$ cat config.mk
export PLATFORM = sky130hd
export DESIGN_NAME = csr_stage
export DESIGN_NICKNAME = d
export VERILOG_FILES = /design/src/csr_pkg.sv /design/src/csr_stage.sv /design/src/csr_regfile.sv /design/src/csr_seq_ctrl.sv
export SDC_FILE = /design/constraint.sdc
export NUM_CORES = 1
export LEC_CHECK = 0
export ABC_AREA = 1
export BUFFER_PORTS_ARGS = -buffer_cell sky130_fd_sc_hd__buf_2
export CORE_MARGIN = 3
export CORE_UTILIZATION = 29
export CTS_BUF_LIST = sky130_fd_sc_hd__clkbuf_2 sky130_fd_sc_hd__clkbuf_4 sky130_fd_sc_hd__clkbuf_8
export DETAILED_ROUTE_END_ITERATION = 7
export MAX_ROUTING_LAYER = met4
export PLACE_DENSITY_LB_ADDON = 0.3
export SKIP_LAST_GASP = 1
export SLEW_MARGIN = 20
export SYNTH_ARGS = -nofsm -noshare
export SYNTH_HDL_FRONTEND = slang
export SYNTH_SLANG_ARGS = --single-unit
export TNS_END_PERCENT = 20
$ cat constraint.sdc
create_clock -name clk -period 3.5 [get_ports clk]
set_input_delay 0.875 -clock clk [delete_from_list [all_inputs] [get_ports clk]]
set_output_delay 0.875 -clock clk [all_outputs]
set_load 0.02 [all_outputs]
$ cat src/csr_pkg.sv
package csr_pkg;

    // Data word width
    localparam int XLEN = 32;

    // Meaningful vector types
    typedef logic [XLEN-1:0] xlen_t;
    typedef logic [11:0]     csr_addr_t;
    typedef logic [63:0]     inst_id_t;
    typedef logic [63:0]     mtime_t;

    // Privilege modes, only U and M implemented
    typedef enum logic [1:0] {
        PRIV_U = 2'd0,
        PRIV_M = 2'd3
    } priv_mode_e;

    // CSR commands from decode
    typedef enum logic [2:0] {
        CSR_X     = 3'd0,
        CSR_W     = 3'd1,
        CSR_S     = 3'd2,
        CSR_C     = 3'd3,
        CSR_ECALL = 3'd4,
        CSR_MRET  = 3'd5
    } csr_cmd_e;

    // Trap taken in the current valid cycle
    typedef enum logic [1:0] {
        TRAP_NONE  = 2'd0,
        TRAP_IRQ   = 2'd1,
        TRAP_ECALL = 2'd2,
        TRAP_MRET  = 2'd3
    } trap_kind_e;

    // One CSR instruction as handed over by the previous stage
    typedef struct packed {
        xlen_t     pc;
        csr_cmd_e  cmd;
        xlen_t     op1;      // rs1 value or zimm
        csr_addr_t addr;
        inst_id_t  inst_id;
    } csr_req_t;

    // Machine CSR addresses
    localparam csr_addr_t ADDR_MSTATUS  = 12'h300;
    localparam csr_addr_t ADDR_MISA     = 12'h301;
    localparam csr_addr_t ADDR_MIE      = 12'h304;
    localparam csr_addr_t ADDR_MTVEC    = 12'h305;
    localparam csr_addr_t ADDR_MSCRATCH = 12'h340;
    localparam csr_addr_t ADDR_MEPC     = 12'h341;
    localparam csr_addr_t ADDR_MCAUSE   = 12'h342;
    localparam csr_addr_t ADDR_MIP      = 12'h344;

    // mcause codes, top bit marks an interrupt
    localparam xlen_t CAUSE_ECALL_U     = 32'h0000_0008;
    localparam xlen_t CAUSE_ECALL_M     = 32'h0000_000b;
    localparam xlen_t CAUSE_M_TIMER_IRQ = 32'h8000_0007;

    // MXL = 1 (RV32), extensions A, I and M
    localparam xlen_t MISA_VALUE = 32'h4000_1101;

    // Field positions inside mstatus, mie and mip
    localparam int MSTATUS_MIE_BIT  = 3;
    localparam int MSTATUS_MPIE_BIT = 7;
    localparam int MSTATUS_MPP_LSB  = 11;
    localparam int MIE_MTIE_BIT     = 7;
    localparam int MIP_MTIP_BIT     = 7;

    // Saved id after reset, never issued by the front end
    localparam inst_id_t INST_ID_RESET = 64'hffff_0000_0000_0000;

endpackage
$ cat src/csr_stage.sv
`timescale 1ns/1ns

module csr_stage
    import csr_pkg::*;
(
    input  logic       clk,
    input  logic       rst_n,
    input  logic       csr_valid,
    input  csr_req_t   csr_req,
    input  mtime_t     mtime,
    input  mtime_t     mtimecmp,
    output xlen_t      csr_rdata,
    output xlen_t      csr_trap_vector,
    output logic       csr_trap_flg,
    output logic       csr_stall_flg,
    output priv_mode_e priv_mode
);

    trap_kind_e trap_kind;
    logic       irq_pending;

    // Trap decision and stall generation
    csr_seq_ctrl u_seq_ctrl (
        .clk         (clk),
        .rst_n       (rst_n),
        .csr_valid   (csr_valid),
        .cmd         (csr_req.cmd),
        .inst_id     (csr_req.inst_id),
        .irq_pending (irq_pending),
        .trap_kind   (trap_kind),
        .trap_flg    (csr_trap_flg),
        .stall_flg   (csr_stall_flg)
    );

    // Register file acts once per instruction, in its first (stalled) cycle
    // Held cycle only presents the registered results
    csr_regfile u_regfile (
        .clk         (clk),
        .rst_n       (rst_n),
        .csr_valid   (csr_stall_flg),
        .csr_req     (csr_req),
        .trap_kind   (trap_kind),
        .mtime       (mtime),
        .mtimecmp    (mtimecmp),
        .irq_pending (irq_pending),
        .rdata       (csr_rdata),
        .trap_vector (csr_trap_vector),
        .priv_mode   (priv_mode)
    );

endmodule

$ cat src/csr_regfile.sv
`timescale 1ns/1ns

module csr_regfile
    import csr_pkg::*;
(
    input  logic       clk,
    input  logic       rst_n,
    input  logic       csr_valid,
    input  csr_req_t   csr_req,
    input  trap_kind_e trap_kind,
    input  mtime_t     mtime,
    input  mtime_t     mtimecmp,
    output logic       irq_pending,
    output xlen_t      rdata,
    output xlen_t      trap_vector,
    output priv_mode_e priv_mode
);

    // Current privilege
    priv_mode_e mode;

    // mstatus fields
    logic       mstatus_mie;
    logic       mstatus_mpie;
    priv_mode_e mstatus_mpp;

    // Timer enable and pending
    logic       mie_mtie;
    logic       mip_mtip;

    // Full-width machine CSRs
    xlen_t      mtvec;
    xlen_t      mscratch;
    xlen_t      mepc;
    xlen_t      mcause;

    csr_addr_t  addr;
    xlen_t      rd_val;
    xlen_t      wdata;
    logic       priv_ok;
    logic       can_write;
    logic       is_write_cmd;
    logic       wr_en;
    logic       timer_hit;
    xlen_t      mtvec_base;
    xlen_t      irq_vector;

    assign addr      = csr_req.addr;
    assign priv_mode = mode;

    // Privilege field of the address must not exceed the mode
    assign priv_ok   = (addr[9:8] <= mode);
    // Top two address bits set means read-only block
    assign can_write = priv_ok && (addr[11:10] != 2'b11);

    // Timer interrupt armed
    assign irq_pending = mip_mtip && mstatus_mie && mie_mtie;
    assign timer_hit   = (mtime >= mtimecmp);

    // Direct mode jumps to base, vectored adds 4 * cause
    assign mtvec_base = {mtvec[XLEN-1:2], 2'b00};
    assign irq_vector = (mtvec[1:0] == 2'b00) ? mtvec_base :
                        mtvec_base + {CAUSE_M_TIMER_IRQ[XLEN-3:0], 2'b00};

    // Current value of the addressed CSR
    always_comb begin
        rd_val = '0;
        case (addr)
            ADDR_MSTATUS: begin
                rd_val[MSTATUS_MIE_BIT]               = mstatus_mie;
                rd_val[MSTATUS_MPIE_BIT]              = mstatus_mpie;
                rd_val[MSTATUS_MPP_LSB +: 2]          = mstatus_mpp;
            end
            ADDR_MISA:     rd_val = MISA_VALUE;
            ADDR_MIE:      rd_val[MIE_MTIE_BIT] = mie_mtie;
            ADDR_MTVEC:    rd_val = mtvec;
            ADDR_MSCRATCH: rd_val = mscratch;
            ADDR_MEPC:     rd_val = mepc;
            ADDR_MCAUSE:   rd_val = mcause;
            ADDR_MIP:      rd_val[MIP_MTIP_BIT] = mip_mtip;
            // Unimplemented addresses read zero
            default:       rd_val = '0;
        endcase
    end

    // Write, set and clear work on the live register value
    always_comb begin
        case (csr_req.cmd)
            CSR_W:   wdata = csr_req.op1;
            CSR_S:   wdata = rd_val | csr_req.op1;
            CSR_C:   wdata = rd_val & ~csr_req.op1;
            default: wdata = rd_val;
        endcase
    end

    assign is_write_cmd = (csr_req.cmd == CSR_W) || (csr_req.cmd == CSR_S) ||
                          (csr_req.cmd == CSR_C);

    // No CSR access in a cycle that takes an interrupt
    assign wr_en = csr_valid && (trap_kind != TRAP_IRQ) && is_write_cmd && can_write;

    always_ff @(posedge clk or negedge rst_n) begin
        if (!rst_n) begin
            mode         <= PRIV_M;
            mstatus_mie  <= 1'b0;
            mstatus_mpie <= 1'b0;
            mstatus_mpp  <= PRIV_M;
            mie_mtie     <= 1'b0;
            mip_mtip     <= 1'b0;
            mtvec        <= '0;
            mscratch     <= '0;
            mepc         <= '0;
            mcause       <= '0;
            rdata        <= '0;
            trap_vector  <= '0;
        end else if (csr_valid) begin
            if (trap_kind == TRAP_IRQ) begin
                // Timer interrupt into M-mode
                mcause       <= CAUSE_M_TIMER_IRQ;
                mepc         <= csr_req.pc;
                mstatus_mpp  <= mode;
                mstatus_mpie <= mstatus_mie;
                mstatus_mie  <= 1'b0;
                mode         <= PRIV_M;
                trap_vector  <= irq_vector;
            end else begin
                // Sample the comparator while no interrupt is taken
                mip_mtip <= timer_hit;
                rdata    <= priv_ok ? rd_val : '0;

                if (wr_en) begin
                    case (addr)
                        ADDR_MSTATUS: begin
                            mstatus_mie  <= wdata[MSTATUS_MIE_BIT];
                            mstatus_mpie <= wdata[MSTATUS_MPIE_BIT];
                            // Only U and M exist, anything else maps to U
                            mstatus_mpp  <= (wdata[MSTATUS_MPP_LSB +: 2] == PRIV_M) ?
                                            PRIV_M : PRIV_U;
                        end
                        ADDR_MIE:      mie_mtie <= wdata[MIE_MTIE_BIT];
                        ADDR_MTVEC:    mtvec    <= wdata;
                        ADDR_MSCRATCH: mscratch <= wdata;
                        ADDR_MEPC:     mepc     <= {wdata[XLEN-1:2], 2'b00};
                        ADDR_MCAUSE:   mcause   <= wdata;
                        // misa and mip ignore writes
                        default: ;
                    endcase
                end

                case (trap_kind)
                    TRAP_ECALL: begin
                        // Cause depends on the calling mode, mepc untouched
                        mcause      <= (mode == PRIV_U) ? CAUSE_ECALL_U : CAUSE_ECALL_M;
                        mode        <= PRIV_M;
                        trap_vector <= mtvec_base;
                    end
                    TRAP_MRET: begin
                        mstatus_mie  <= mstatus_mpie;
                        mstatus_mpie <= 1'b1;
                        mode         <= mstatus_mpp;
                        mstatus_mpp  <= PRIV_U;
                        trap_vector  <= mepc;
                    end
                    default: ;
                endcase
            end
        end
    end

endmodule

$ cat src/csr_seq_ctrl.sv
`timescale 1ns/1ns

module csr_seq_ctrl
    import csr_pkg::*;
(
    input  logic       clk,
    input  logic       rst_n,
    input  logic       csr_valid,
    input  csr_cmd_e   cmd,
    input  inst_id_t   inst_id,
    input  logic       irq_pending,
    output trap_kind_e trap_kind,
    output logic       trap_flg,
    output logic       stall_flg
);

    // Id of the instruction seen in the last valid cycle
    inst_id_t saved_id;
    logic     new_inst;
    logic     needs_stage;

    // Trap priority: interrupt first, then ECALL / MRET
    always_comb begin
        trap_kind = TRAP_NONE;
        if (csr_valid) begin
            if (irq_pending) begin
                // Taken regardless of the command in flight
                trap_kind = TRAP_IRQ;
            end else begin
                case (cmd)
                    CSR_ECALL: trap_kind = TRAP_ECALL;
                    CSR_MRET:  trap_kind = TRAP_MRET;
                    default:   trap_kind = TRAP_NONE;
                endcase
            end
        end
    end

    assign trap_flg = (trap_kind != TRAP_NONE);

    // Saved id tracks every valid cycle, holds otherwise
    always_ff @(posedge clk or negedge rst_n) begin
        if (!rst_n) begin
            saved_id <= INST_ID_RESET;
        end else if (csr_valid) begin
            saved_id <= inst_id;
        end
    end

    // First cycle of an instruction carries a new id
    assign new_inst = (inst_id != saved_id);

    // Only real CSR work or a pending interrupt costs a cycle
    assign needs_stage = (cmd != CSR_X) || irq_pending;

    // One stall per instruction, held copy passes through
    assign stall_flg = csr_valid && needs_stage && new_inst;

endmodule

==> impl_results.rst <==
.. list-table::
   :header-rows: 1

   * - Metric
     - Value
   * - Master cell of the clock root buffer
     - sky130_fd_sc_hd__clkbuf_8
   * - Layout Utilization
     - 36.0%
   * - Unrepaired setup endpoints after global routing
     - no
   * - Vias per inst
     - 4.71
   * - Die area
     - 60300 sq um
   * - Number of library cell types mapped by synthesis
     - 50
   * - Post-Syn Area
     - 16600 sq um
   * - Core box area
     - 56600 sq um
   * - Top cells by area, synth
     - sky130_fd_sc_hd__dfrtp_1 (37%), sky130_fd_sc_hd__nand2_1 (19%), sky130_fd_sc_hd__o21ai_0 (8.0%)
   * - Pin count of the biggest net entering global routing
     - 119
   * - Number of gates resized after cts
     - 0
   * - Max-slew violation count
     - 0
   * - Routed wire length per instance
     - 17.1 microns
   * - Final wirelength
     - 60.2 mm
   * - Final setup vio count
     - 0
   * - Post-layout worst setup margin
     - 0.222 ns
   * - Die outline height
     - 246 microns
   * - HPWL after detailed placement
     - 45.5 mm
   * - Post-synth top area share
     - 36.7%
   * - Number of antenna violations at the first check in global routing
     - 10
   * - CP Capture Type
     - primary output
   * - Number of synthesis warnings
     - 0
   * - Status
     - finished clean
   * - Hold Violations, Final
     - 0
   * - Count of flip-flops with a built-in enable after synthesis
     - 0
   * - WP data required
     - 2.62 ns
   * - Most used cells in the layout excluding fill and tap cells
     - sky130_fd_sc_hd__nand2_1 (842), sky130_fd_sc_hd__buf_2 (340), sky130_fd_sc_hd__inv_1 (313)
   * - RR Startpoint
     - u_regfile.mstatus_mie$_DFFE_PN0P_
   * - Top achievable clock speed
     - 305 MHz
   * - Net count after synthesis
     - 2720
   * - Synthesized instance count
     - 2374
   * - Dpl ws
     - 0.177 ns
   * - Clock buffer count from CTS
     - 51
   * - Crit share post-route
     - 93.7%
   * - Worst setup skew after layout
     - 0.0518 ns
   * - Worst relative slew slack
     - 32.1%
   * - Antenna-violating nets left
     - 0
   * - Horizontal die dimension
     - 246 microns
   * - Total global routing overflow
     - 0
   * - Drt drc
     - 0
   * - CP arrival
     - 2.40 ns
   * - Worst IR drop on VDD
     - 0.195 mV
   * - Design Power
     - 8.24 mW
   * - Vias after detailed routing
     - 16580
   * - Count of buffers inserted at the top-level ports
     - 341
   * - Number of buffers added to fix hold violations after cts
     - 0
   * - CTS tree
     - done
   * - Largest fanout on the critical path
     - 8
   * - Global-route wire length before repair
     - 92.1 mm
   * - Relative area change from synthesis to final layout
     - 22.5%
   * - Syn Area/Cell
     - 7.01 sq um
   * - Share of flip-flops with an asynchronous set or reset
     - 100%
   * - Ratio of cells with drive above 1 in the final layout
     - 20.0%
   * - Starting DRC count in detailed routing
     - 1157
   * - Total number of placement rows
     - 87
   * - Leakage power figure
     - 11.0 nW
   * - Type of the most critical hold path
     - primary input to async pin
   * - Worst skew pair latency
     - 0.64 ns
   * - Number of cells traversed by the worst register-to-register path
     - 12
   * - Vias in the first global route
     - 15866
   * - Dominant register cell in the synthesized netlist
     - sky130_fd_sc_hd__dfrtp_1
   * - Starting density of the core
     - 29.4%
   * - Overall track demand over capacity in global routing
     - 20.2%
   * - Sum of negative setup slack
     - 0 ns
   * - Most common cell after layout, fill and taps aside
     - sky130_fd_sc_hd__nand2_1
   * - Sink count of the clock tree
     - 264
   * - Buffers inserted during post-CTS setup optimization
     - 0
   * - Layout net count
     - 3067
   * - Kind of critical path
     - register to primary output
   * - Library cell with the largest summed area after synthesis
     - sky130_fd_sc_hd__dfrtp_1
   * - Power density over the cells
     - 404 nW/um^2
   * - Number of filler cells placed in the layout
     - 6172
   * - Reg-to-reg setup timing slack
     - 0.65 ns
   * - Synthesis-stage register bit count
     - 264
   * - I/O pin count
     - 342
   * - Worst Max-Slew Pin Slew
     - 1.02 ns
   * - H-tree levels
     - 2
   * - Sequential-to-total area share from yosys stat
     - 39.8%
   * - Finished Cell Area
     - 20400 sq um
   * - Max-cap viol count
     - 0
   * - Terminus of the critical flop-to-flop path
     - u_regfile.mstatus_mpie$_DFFE_PN0P_
   * - Clock transition at the register clock pins on the worst setup and hold paths after CTS
     - 0.06 ns
   * - CP Launch Type
     - register
   * - Standard cell area after detailed placement
     - 19300 sq um
   * - Max Buffers Root-to-Sink
     - 3
   * - RePlAce Congestion
     - 0.916
   * - First-pass iteration count of the detailed router
     - 5
   * - Post-layout minimum cycle time
     - 3.28 ns
[stage by stage]
| step | hold slack (ns) | std cells |
|---|---|---|
| global route | 0.200 | 3519 |
| floorplan | 0.442 | 2374 |
| detailed placement | 0.459 | 3424 |
| CTS | 0.157 | 3512 |
| finish | 0.201 | 3521 |
| global placement | 0.453 | 3424 |
[cell usage after synthesis, types with 5 or more instances]
cell type and instances:
sky130_fd_sc_hd__nand2_1 842, sky130_fd_sc_hd__inv_1 314, sky130_fd_sc_hd__o21ai_0 267, sky130_fd_sc_hd__dfrtp_1 244
sky130_fd_sc_hd__nor2_1 117, sky130_fd_sc_hd__nand3_1 90, sky130_fd_sc_hd__a21oi_1 76, sky130_fd_sc_hd__ha_1 72
sky130_fd_sc_hd__o21ai_1 53, sky130_fd_sc_hd__clkbuf_1 45, sky130_fd_sc_hd__buf_2 28, sky130_fd_sc_hd__nand4_1 24
sky130_fd_sc_hd__dfstp_2 20, sky130_fd_sc_hd__nor3_1 18, sky130_fd_sc_hd__o22ai_1 16, sky130_fd_sc_hd__o221ai_1 14
sky130_fd_sc_hd__xor2_1 13, sky130_fd_sc_hd__a22oi_1 12, sky130_fd_sc_hd__buf_4 10, sky130_fd_sc_hd__buf_6 10
sky130_fd_sc_hd__nand2_2 10, sky130_fd_sc_hd__inv_2 8, sky130_fd_sc_hd__nor2_2 7, sky130_fd_sc_hd__nor2_4 6
sky130_fd_sc_hd__o211ai_1 6, sky130_fd_sc_hd__nor3_2 5
[layer usage]
metal,up-vias,global-route usage [%],wire length (microns),part of all wire (%)
met5,-,-,0,0
met4,0,5.51,1500,2.5
met1,7634,25.7,26300,44
li1,8303,-,-,-
met2,558,33.3,28500,47
met3,85,3.43,3910,6.5
[registers in the layout, indices dropped and copies added, names as in the netlist]
| signal | cells |
|---|---|
| u_seq_ctrl.saved_id | 64 |
| u_regfile.mcause | 32 |
| u_regfile.mepc | 32 |
| u_regfile.mscratch | 32 |
| u_regfile.mtvec | 32 |
| u_regfile.rdata | 32 |
| u_regfile.trap_vector | 32 |
| u_regfile.mstatus_mpp | 2 |
| u_regfile.priv_mode | 2 |
| u_regfile.mie_mtie | 1 |
| u_regfile.mip_mtip | 1 |
| u_regfile.mstatus_mie | 1 |
| u_regfile.mstatus_mpie | 1 |
[area by class of cell]
cell class                      instances  area, sq um  share of cell area [%]
Clock buffer                           77          966                    4.74
Clock inverter                         11         97.6                   0.479
Timing Repair Buffer                  389         2210                    10.9
Sequential cell                       264         6630                    32.5
Antenna cell                            9         22.5                   0.110
Tap cell                              756          946                    4.64
Inverter                              323         1210                    5.95
Multi-Input combinational cell       1692         8300                    40.7
[critical path, cell delays in order (launching register included)]
cell                      delay, ns
sky130_fd_sc_hd__dfstp_2       0.52
sky130_fd_sc_hd__inv_1         0.05
sky130_fd_sc_hd__nand2_1       0.05
sky130_fd_sc_hd__nand2_1       0.05
sky130_fd_sc_hd__nor2_1        0.12
sky130_fd_sc_hd__nand2_1       0.06
sky130_fd_sc_hd__nor2_1        0.12
sky130_fd_sc_hd__nand2_1       0.08
sky130_fd_sc_hd__nor2_1        0.16
sky130_fd_sc_hd__nand2_2       0.15
sky130_fd_sc_hd__nand2_4       0.14
sky130_fd_sc_hd__inv_2         0.11
sky130_fd_sc_hd__buf_2         0.18
[worst max path at each step]
stage / start / endpoint / slack [ns] / depth (start not counted)
2_1_floorplan: csr_req[110] / u_regfile.trap_vector[6]$_DFFE_PN0P_ / 0.60 / 11
5_1_grt: u_seq_ctrl.saved_id[54]$_DFFE_PN1P_ / csr_stall_flg / 0.05 / 12
6_report: u_seq_ctrl.saved_id[56]$_DFFE_PN1P_ / csr_stall_flg / 0.22 / 12
3_5_place_dp: csr_req[110] / u_regfile.mstatus_mpie$_DFFE_PN0P_ / 0.18 / 12
3_3_place_gp: csr_req[110] / u_regfile.trap_vector[7]$_DFFE_PN0P_ / 0.26 / 11
4_1_cts: u_seq_ctrl.saved_id[56]$_DFFE_PN1P_ / csr_stall_flg / 0.12 / 12
[power breakdown]
part | leakage [nW] | internal [mW] | total, mW | switching [mW]
Combinational | 7.25 | 0.511 | 1.44 | 0.929
Clock | 0.568 | 1.83 | 3.28 | 1.45
Sequential | 3.17 | 3.34 | 3.51 | 0.168
[cell families after synthesis]
group           share of synthesized area [%]
simple gates                             28.1
compound gates                           15.3
buf+inv                                  10.3
flops                                    39.8
fa+ha+maj                                5.41
xor+xnor                                0.737
mux                                     0.241
Note: power is estimated with default switching activity, not from simulation.
